<file path="config.mk">
export PLATFORM = sky130hd
export DESIGN_NAME = decodeStage
export DESIGN_NICKNAME = d
export VERILOG_FILES = /design/src/design/rvDecodePkg.sv /design/src/design/regReadIf.sv /design/src/design/writebackIf.sv /design/src/design/decodeStage.sv /design/src/design/loadWriteback.sv /design/src/design/immGen.sv /design/src/design/registerFile.sv
export SDC_FILE = /design/constraint.sdc
export NUM_CORES = 2
export LEC_CHECK = 0
export ABC_AREA = 1
export ABC_CLOCK_PERIOD_IN_PS = 3100
export BUFFER_PORTS_ARGS = -buffer_cell sky130_fd_sc_hd__buf_4
export CAP_MARGIN = 20
export CELL_PAD_IN_SITES_DETAIL_PLACEMENT = 1
export CELL_PAD_IN_SITES_GLOBAL_PLACEMENT = 2
export CORE_MARGIN = 5
export CORE_UTILIZATION = 37
export DETAILED_ROUTE_END_ITERATION = 7
export GPL_TIMING_DRIVEN = 0
export HOLD_SLACK_MARGIN = 0.05
export PLACE_DENSITY_LB_ADDON = 0.1
export SYNTH_ARGS = -nofsm -noshare
export SYNTH_HDL_FRONTEND = slang
export SYNTH_HIERARCHICAL = 1
export SYNTH_SLANG_ARGS = --single-unit
</file>
<file path="constraint.sdc">
create_clock -name clk -period 3.1 [get_ports clk]
set_clock_uncertainty 0.1 [all_clocks]
set_input_delay 0.155 -clock clk [delete_from_list [all_inputs] [get_ports clk]]
set_output_delay 0.155 -clock clk [all_outputs]
set_load 0.01 [all_outputs]
</file>
<file path="src/design/rvDecodePkg.sv">
package rvDecodePkg;

    // ----------------------------------------------------------------------------
    // Widths and counts
    // ----------------------------------------------------------------------------

    // Data word width
    localparam int xLen     = 32;
    // Register address width
    localparam int regAddrW = 5;
    // Architectural register count, x0 included
    localparam int numRegs  = 32;

    // ABI registers watched by the ecall logic
    localparam int regA0 = 10;
    localparam int regA7 = 17;

    // ----------------------------------------------------------------------------
    // Major opcodes, RV32I base set
    // ----------------------------------------------------------------------------

    localparam logic [6:0] opLui    = 7'b0110111;
    localparam logic [6:0] opAuipc  = 7'b0010111;
    localparam logic [6:0] opJal    = 7'b1101111;
    localparam logic [6:0] opJalr   = 7'b1100111;
    localparam logic [6:0] opBranch = 7'b1100011;
    localparam logic [6:0] opLoad   = 7'b0000011;
    localparam logic [6:0] opStore  = 7'b0100011;
    localparam logic [6:0] opImm    = 7'b0010011;
    localparam logic [6:0] opReg    = 7'b0110011;
    localparam logic [6:0] opSystem = 7'b1110011;

    // Load width and signedness in funct3
    localparam logic [2:0] f3Lb  = 3'b000;
    localparam logic [2:0] f3Lh  = 3'b001;
    localparam logic [2:0] f3Lw  = 3'b010;
    localparam logic [2:0] f3Lbu = 3'b100;
    localparam logic [2:0] f3Lhu = 3'b101;

    // ----------------------------------------------------------------------------
    // Instruction formats
    // ----------------------------------------------------------------------------

    // Register-register
    typedef struct packed {
        logic [6:0] funct7;
        logic [4:0] rs2;
        logic [4:0] rs1;
        logic [2:0] funct3;
        logic [4:0] rd;
        logic [6:0] opcode;
    } rFmt_t;

    // Immediate, loads and JALR
    typedef struct packed {
        logic [11:0] imm11_0;
        logic [4:0]  rs1;
        logic [2:0]  funct3;
        logic [4:0]  rd;
        logic [6:0]  opcode;
    } iFmt_t;

    // Store, immediate split around rs2/rs1
    typedef struct packed {
        logic [6:0] imm11_5;
        logic [4:0] rs2;
        logic [4:0] rs1;
        logic [2:0] funct3;
        logic [4:0] imm4_0;
        logic [6:0] opcode;
    } sFmt_t;

    // Branch, bit 11 sits where S keeps bit 0
    typedef struct packed {
        logic       imm12;
        logic [5:0] imm10_5;
        logic [4:0] rs2;
        logic [4:0] rs1;
        logic [2:0] funct3;
        logic [3:0] imm4_1;
        logic       imm11;
        logic [6:0] opcode;
    } bFmt_t;

    // Upper immediate
    typedef struct packed {
        logic [19:0] imm31_12;
        logic [4:0]  rd;
        logic [6:0]  opcode;
    } uFmt_t;

    // Jump, scrambled 20-bit offset
    typedef struct packed {
        logic       imm20;
        logic [9:0] imm10_1;
        logic       imm11;
        logic [7:0] imm19_12;
        logic [4:0] rd;
        logic [6:0] opcode;
    } jFmt_t;

    // One 32-bit word, six views
    typedef union packed {
        rFmt_t r;
        iFmt_t i;
        sFmt_t s;
        bFmt_t b;
        uFmt_t u;
        jFmt_t j;
    } instWord_u;

endpackage
</file>
<file path="src/design/regReadIf.sv">
interface regReadIf;
    import rvDecodePkg::*;

    // Source register addresses
    logic [regAddrW-1:0] raddr1;
    logic [regAddrW-1:0] raddr2;
    // Read data, same cycle
    logic [xLen-1:0]     rdata1;
    logic [xLen-1:0]     rdata2;

    // Decode side asks
    modport requester (
        output raddr1, raddr2,
        input  rdata1, rdata2
    );

    // Register file answers
    modport responder (
        input  raddr1, raddr2,
        output rdata1, rdata2
    );

endinterface

</file>
<file path="src/design/writebackIf.sv">
interface writebackIf (
    input logic clk
);
    import rvDecodePkg::*;

    // Destination and candidate write values
    logic [regAddrW-1:0] rdAddr;
    logic [xLen-1:0]     aluResult;
    logic [xLen-1:0]     memData;
    logic [xLen-1:0]     pc4;

    // Control from the last stage
    logic                regWrite;
    logic                memToReg;
    // JAL or JALR in writeback
    logic                link;
    // Load funct3 carried with the instruction
    logic [2:0]          funct3;

    // Producer side, the pipeline top
    modport source (
        output rdAddr, aluResult, memData, pc4, regWrite, memToReg, link, funct3
    );

    // Consumer side, clock kept for checks
    modport sink (
        input clk, rdAddr, aluResult, memData, pc4, regWrite, memToReg, link, funct3
    );

endinterface

</file>
<file path="src/design/decodeStage.sv">
module decodeStage (
    input  logic                             clk,
    input  logic                             arstN,
    // Fetched instruction
    input  logic [rvDecodePkg::xLen-1:0]     inst,
    // Writeback bundle
    input  logic [rvDecodePkg::regAddrW-1:0] wbRdAddr,
    input  logic [rvDecodePkg::xLen-1:0]     aluResult,
    input  logic [rvDecodePkg::xLen-1:0]     memData,
    input  logic [rvDecodePkg::xLen-1:0]     pc4,
    input  logic                             regWrite,
    input  logic                             memToReg,
    input  logic                             wbLink,
    input  logic [2:0]                       wbFunct3,
    // Operands and decoded fields
    output logic [rvDecodePkg::xLen-1:0]     rdata1,
    output logic [rvDecodePkg::xLen-1:0]     rdata2,
    output logic [rvDecodePkg::xLen-1:0]     imm32,
    output logic [2:0]                       funct3,
    output logic [6:0]                       funct7,
    output logic [rvDecodePkg::regAddrW-1:0] rs1Addr,
    output logic [rvDecodePkg::regAddrW-1:0] rs2Addr,
    output logic [rvDecodePkg::regAddrW-1:0] rdAddr,
    // Ecall taps, a7 and a0
    output logic [rvDecodePkg::xLen-1:0]     ecallCode,
    output logic [rvDecodePkg::xLen-1:0]     ecallArg
);
    import rvDecodePkg::*;

    // ------------------------------------------------------------------------
    // Field extraction
    // ------------------------------------------------------------------------

    instWord_u instView;

    // Register fields share positions across formats
    assign instView = inst;
    assign rs1Addr  = instView.r.rs1;
    assign rs2Addr  = instView.r.rs2;
    assign rdAddr   = instView.r.rd;
    assign funct3   = instView.r.funct3;
    assign funct7   = instView.r.funct7;

    // ------------------------------------------------------------------------
    // Buses
    // ------------------------------------------------------------------------

    writebackIf wbBus (.clk(clk));
    regReadIf   readBus ();

    // Writeback ports onto the bundle
    assign wbBus.rdAddr    = wbRdAddr;
    assign wbBus.aluResult = aluResult;
    assign wbBus.memData   = memData;
    assign wbBus.pc4       = pc4;
    assign wbBus.regWrite  = regWrite;
    assign wbBus.memToReg  = memToReg;
    assign wbBus.link      = wbLink;
    assign wbBus.funct3    = wbFunct3;

    // Source addresses out, operands back
    assign readBus.raddr1 = rs1Addr;
    assign readBus.raddr2 = rs2Addr;
    assign rdata1         = readBus.rdata1;
    assign rdata2         = readBus.rdata2;

    // Write port between selector and regfile
    logic [regAddrW-1:0] waddr;
    logic [xLen-1:0]     wdata;
    logic                we;

    // ------------------------------------------------------------------------
    // Blocks
    // ------------------------------------------------------------------------

    loadWriteback uLoadWriteback (
        .wb    (wbBus.sink),
        .waddr (waddr),
        .wdata (wdata),
        .we    (we)
    );

    registerFile uRegisterFile (
        .clk      (clk),
        .arstN    (arstN),
        .readPort (readBus.responder),
        .waddr    (waddr),
        .wdata    (wdata),
        .we       (we),
        .a0Data   (ecallArg),
        .a7Data   (ecallCode)
    );

    immGen uImmGen (
        .inst  (instView),
        .imm32 (imm32)
    );

endmodule

</file>
<file path="src/design/loadWriteback.sv">
module loadWriteback (
    writebackIf.sink                         wb,
    output logic [rvDecodePkg::regAddrW-1:0] waddr,
    output logic [rvDecodePkg::xLen-1:0]     wdata,
    output logic                             we
);
    import rvDecodePkg::*;

    // ------------------------------------------------------------------------
    // Load extension
    // ------------------------------------------------------------------------

    logic [xLen-1:0] loadValue;

    // Low byte or half of the raw word
    always_comb begin
        case (wb.funct3)
            // Signed byte
            f3Lb:    loadValue = {{24{wb.memData[7]}}, wb.memData[7:0]};
            // Signed half, sign from bit 15
            f3Lh:    loadValue = {{16{wb.memData[15]}}, wb.memData[15:0]};
            // Full word
            f3Lw:    loadValue = wb.memData;
            // Unsigned byte
            f3Lbu:   loadValue = {24'b0, wb.memData[7:0]};
            // Unsigned half
            f3Lhu:   loadValue = {16'b0, wb.memData[15:0]};
            // Undefined load width
            default: loadValue = '0;
        endcase
    end

    // ------------------------------------------------------------------------
    // Write data select
    // ------------------------------------------------------------------------

    // Link first, then load, then ALU
    always_comb begin
        if (wb.link) begin
            wdata = wb.pc4;
        end else if (wb.memToReg) begin
            wdata = loadValue;
        end else begin
            wdata = wb.aluResult;
        end
    end

    // Write port follows the bundle
    assign waddr = wb.rdAddr;
    assign we    = wb.regWrite;

    // Jumps never come from memory
    linkNotLoad: assert property (
        @(posedge wb.clk) wb.regWrite |-> !(wb.link && wb.memToReg)
    ) else $error("writeback flags both link and memToReg");

endmodule

</file>
<file path="src/design/immGen.sv">
module immGen (
    input  rvDecodePkg::instWord_u       inst,
    output logic [rvDecodePkg::xLen-1:0] imm32
);
    import rvDecodePkg::*;

    // ------------------------------------------------------------------------
    // Per-format immediates
    // ------------------------------------------------------------------------

    logic [xLen-1:0] immI;
    logic [xLen-1:0] immS;
    logic [xLen-1:0] immB;
    logic [xLen-1:0] immU;
    logic [xLen-1:0] immJ;

    // Sign bit is inst[31] in every format
    assign immI = {{20{inst.i.imm11_0[11]}}, inst.i.imm11_0};

    // Store offset rejoined
    assign immS = {{20{inst.s.imm11_5[6]}}, inst.s.imm11_5, inst.s.imm4_0};

    // Branch offset, even only
    assign immB = {{19{inst.b.imm12}}, inst.b.imm12, inst.b.imm11,
                   inst.b.imm10_5, inst.b.imm4_1, 1'b0};

    // Upper 20 bits, low 12 zero
    assign immU = {inst.u.imm31_12, 12'b0};

    // Jump offset, even only
    assign immJ = {{11{inst.j.imm20}}, inst.j.imm20, inst.j.imm19_12,
                   inst.j.imm11, inst.j.imm10_1, 1'b0};

    // ------------------------------------------------------------------------
    // Format select by opcode
    // ------------------------------------------------------------------------

    always_comb begin
        case (inst.r.opcode)
            // I format
            opLoad, opImm, opJalr: imm32 = immI;
            // S format
            opStore:               imm32 = immS;
            // B format
            opBranch:              imm32 = immB;
            // U format
            opLui, opAuipc:        imm32 = immU;
            // J format
            opJal:                 imm32 = immJ;
            // R, system and unknown carry no immediate
            default:               imm32 = '0;
        endcase
    end

endmodule

</file>
<file path="src/design/registerFile.sv">
module registerFile (
    input  logic                             clk,
    input  logic                             arstN,
    regReadIf.responder                      readPort,
    input  logic [rvDecodePkg::regAddrW-1:0] waddr,
    input  logic [rvDecodePkg::xLen-1:0]     wdata,
    input  logic                             we,
    output logic [rvDecodePkg::xLen-1:0]     a0Data,
    output logic [rvDecodePkg::xLen-1:0]     a7Data
);
    import rvDecodePkg::*;

    // ------------------------------------------------------------------------
    // Storage
    // ------------------------------------------------------------------------

    // x1..x31 only, x0 has no flops
    logic [xLen-1:0] regs [1:numRegs-1];

    // Write on rising edge
    // Writes to x0 dropped
    always_ff @(posedge clk or negedge arstN) begin
        if (!arstN) begin
            for (int i = 1; i < numRegs; i++) begin
                regs[i] <= '0;
            end
        end else if (we && (waddr != '0)) begin
            regs[waddr] <= wdata;
        end
    end

    // ------------------------------------------------------------------------
    // Read ports
    // ------------------------------------------------------------------------

    // Combinational, no bypass
    // Same-cycle write shows old value
    assign readPort.rdata1 = (readPort.raddr1 == '0) ? '0 : regs[readPort.raddr1];
    assign readPort.rdata2 = (readPort.raddr2 == '0) ? '0 : regs[readPort.raddr2];

    // Ecall taps, argument and service number
    assign a0Data = regs[regA0];
    assign a7Data = regs[regA7];

    // ------------------------------------------------------------------------
    // Checks
    // ------------------------------------------------------------------------

    // x0 reads zero on both ports, every cycle
    x0ReadsZero: assert property (
        @(posedge clk)
        ((readPort.raddr1 != '0) || (readPort.rdata1 == '0)) &&
        ((readPort.raddr2 != '0) || (readPort.rdata2 == '0))
    ) else $error("x0 read returned nonzero data");

    // Untargeted registers hold their value across an edge
    for (genvar g = 1; g < numRegs; g++) begin : gHold
        holdUntargeted: assert property (
            @(posedge clk) disable iff (!arstN)
            (!we || (waddr != regAddrW'(g))) |=> $stable(regs[g])
        ) else $error("register x%0d changed without a write", g);
    end

endmodule

</file>
==> flow_summary.yaml <==
clock_tree:
  cts_buffer_depth: 3
  cts_tree: "yes"
  htreeDepth: 3
  insertion_delay_ns: 0.77
  clock-sinks: 992
  cts-root-buf: "clkbuf_16"
  path_clk_slew_ns: 0.07
  postCtsSetupBuffers: 0
  numCtsBuffers: 121
power:
  p_seq_share_pct: 39.9
  powerDensity_nw_per_um2: 628
  vdd_ir_drop_max_mv: 0.471
  p_sw_share_pct: 37.4
  p_clk_share_pct: 33.5
  combPwrFrac_pct: 26.7
  p_int_mw: 28.5
  p_switching_mw: 17.0
  power_mw: 45.5
  power.leakage_nw: 38.7
yosys:
  synth_area_leader_cell: "dfrtp_1"
  synth_seq_cells: 992
  synth_warnings: 6
  synth_area_um2: 61000
  avgSynthCellArea_um2: 6.28
  synth_area_leaders: "dfrtp_1 41%, nand2_1 29%, nand3_1 10%"
  yosysSeqAreaShare_pct: 40.7
  synth_nets: 9850
  syn_inst: 9709
  yosys.area.top_type_share_pct: 40.7
  yosysUniqueCellTypes: 25
die:
  die_w_um: 416
  initial_core_util_pct: 37.1
  die_area_um2: 173000
  core_um2: 164000
  die_y_um: 416
  boundaryPins: 326
  rows: 149
critical_path:
  critPathTopFamily: "buffers and inverters"
  worstPathMaxFanout: 11
  slowest_delay_ns: 0.54
  cp_cell_sequence: "buf_4, buf_2, clkbuf_4, clkbuf_4, nand3_1, nand2_1, nand2_1, nand2_1, inv_1, nand2_1, nand2_1, nand2_1, buf_4"
  cp-end-kind: "output port"
  path_buf_inv: 6
  cp-start-kind: "primary input"
  crit_slowest_cell: "clkbuf_4"
  r2r_setup_slack_ns: 2.06
  required_ns: 2.84
  worstPathArrival_ns: 3.00
  critPathMostFrequentCell: "nand2_1"
  critPathKind: "primary input to output port"
timing:
  rsz0062_at_grt: "true"
  final_hold_viol_count: 0
  worstMarginPinSlew_ns: 1.36
  finalSetupViolCount: 19
  worst_slack_ns: -0.157
  fin_crit_ns: 3.26
  post-route-period-util_pct: 105
  max_slew_margin_pct: 8.80
  maxSlewViolCount: 0
  max_freq_mhz: 307
placed_design:
  numPortBuffers: 316
  dp_cells: 12274
  dp.final_hpwl_mm: 288
  gp_congestion: 1.02
status:
  violations: "negative setup slack"
  outcome: "finished with violations"
layout:
  fillCellCount: 21913
  area_growth_pct: 18.9
  seq_area_um2: 24800
  final_cells: 12576
  final_nets: 10418
  multiInputGateArea_um2: 29300
  drive_gt1_share_pct: 10.1
grt:
  track_usage_pct: 42.2
  antenna_found_initial: 36
  grt_pass1_wl_mm: 521
  grt_pass1_vias: 69309
  overflow: 0
  grt_max_degree: 159
drt:
  final_antenna_net_count: 0
  vias_per_cell: 5.62
  via_count: 70638
  drt-wirelength-per-cell_um: 30.0
  wl_mm: 377
  firstDrtPassIters: 6
  dr.first_iter.drc_count: 8471
  drc_errors: 0
hold_path:
  hold_path_class: "primary input to flop"
job:
  drv_cap: 0
==> area by class of cell <==
class / instances / share of cell area [%]
Antenna cell: 14 / 0.0484
Buffer: 769 / 5.25
Clock buffer: 189 / 5.04
Clock inverter: 30 / 0.648
Inverter: 884 / 4.59
Multi-Input combinational cell: 7059 / 40.5
Sequential cell: 992 / 34.3
Tap cell: 2189 / 3.78
Timing Repair Buffer: 450 / 5.89
==> worst register-to-register path, delay by kind of cell, from the launching register on <==
family,cells,cell delay (ns)
and+or+nand+nor,1,0.13
AOI/OAI and AO/OA,1,0.10
DFF,1,0.55
==> cell usage after synthesis (all sizes together) <==
| cell type | count |
|---|---|
| nor2 | 252 |
| clkbuf | 451 |
| dfrtp | 992 |
| nand3 | 1216 |
| nand4 | 1 |
| nand2 | 4707 |
| nor3 | 7 |
| a21oi | 283 |
| o21ai | 593 |
| buf | 323 |
| inv | 884 |
==> repair_timing <==
action                                  4_1_cts  5_1_grt
endpoints found under the setup margin       64       34
resized for setup                           175       62
hold buffers                                 74        0
endpoints found under the hold margin       475        0
gates cloned                                  0        0
==> power groups by stage <==
| stage | clock, mW | sequential, mW | combinational [mW] |
|---|---|---|---|
| floorplan | 0 | 17.3 | 6.88 |
| global placement | 0 | 18.1 | 11.0 |
| detailed placement | 0 | 18.2 | 11.6 |
| CTS | 15.4 | 18.0 | 11.8 |
| global route | 15.9 | 18.4 | 13.2 |
| finish | 15.2 | 18.1 | 12.1 |
==> routing by layer <==
metal | GRT usage, % | up-vias | part of all wire [%]
li1 | - | 31019 | -
met1 | 52.4 | 34698 | 39
met2 | 64.7 | 3748 | 43
met3 | 10.4 | 1155 | 9.7
met4 | 28.6 | 18 | 8.1
met5 | 0 | - | 0.030
==> sequential cells by signal, indices dropped and copies added, names as in the netlist <==
register	cells
uRegisterFile/regs	928
uRegisterFile/a0Data	32
uRegisterFile/a7Data	32
==> cell usage in the layout (no fill, tap or decap), types with 14 or more instances in the layout <==
master / Yosys / routed
clkbuf_1: 451 / 338
buf_2: 158 / 153
a21oi_1: 271 / 271
buf_8: 0 / 35
clkbuf_16: 0 / 122
inv_1: 868 / 868
o21ai_1: 16 / 16
inv_2: 16 / 14
buf_16: 0 / 21
dfrtp_1: 992 / 992
buf_1: 63 / 39
nand3_1: 1213 / 1213
diode_2: 0 / 14
nor2_1: 244 / 237
o21ai_0: 577 / 577
clkbuf_8: 0 / 35
dlygate4sd3_1: 0 / 74
buf_4: 96 / 430
clkbuf_2: 0 / 133
nand2_1: 4697 / 4694
==> logic make-up after synthesis <==
| group | synth area share, % |
|---|---|
| and+or+nand+nor | 40.8 |
| DFF | 40.7 |
| buffers and inverters | 11.2 |
| AOI/OAI and AO/OA | 7.27 |
==> final timing paths <==
path | cells after the start | from | endpoint
max in group asynchronous | 5 | arstN | uRegisterFile/regs[166]
min in group asynchronous | 3 | arstN | uRegisterFile/regs[777]
hold reg to reg | 2 | uRegisterFile/regs[651] | uRegisterFile/regs[651]
setup reg to reg | 2 | uRegisterFile/a7Data[31] | uRegisterFile/a7Data[31]
hold / removal | 5 | memToReg | uRegisterFile/regs[31]
setup / recovery | 13 | inst[16] | rdata1[31]
==> through the flow <==
stage | hold WS, ns | worst slack (ns) | setup TNS (ns) | instance area (um2) | utilization [%]
global route | 0.146 | -0.0903 | -0.228 | 72400 | 44.0
global placement | 0.354 | -11.23 | - | 66100 | 40.2
floorplan | -0.241 | 1.36 | 0 | 61000 | -
detailed placement | 0.116 | -1.04 | -56.65 | 67300 | 40.9
CTS | 0.0788 | -0.0503 | -0.0732 | 72400 | 44.0
finish | 0.143 | -0.157 | -1.38 | 72500 | 44.1
(Power assumes the default switching activity.)
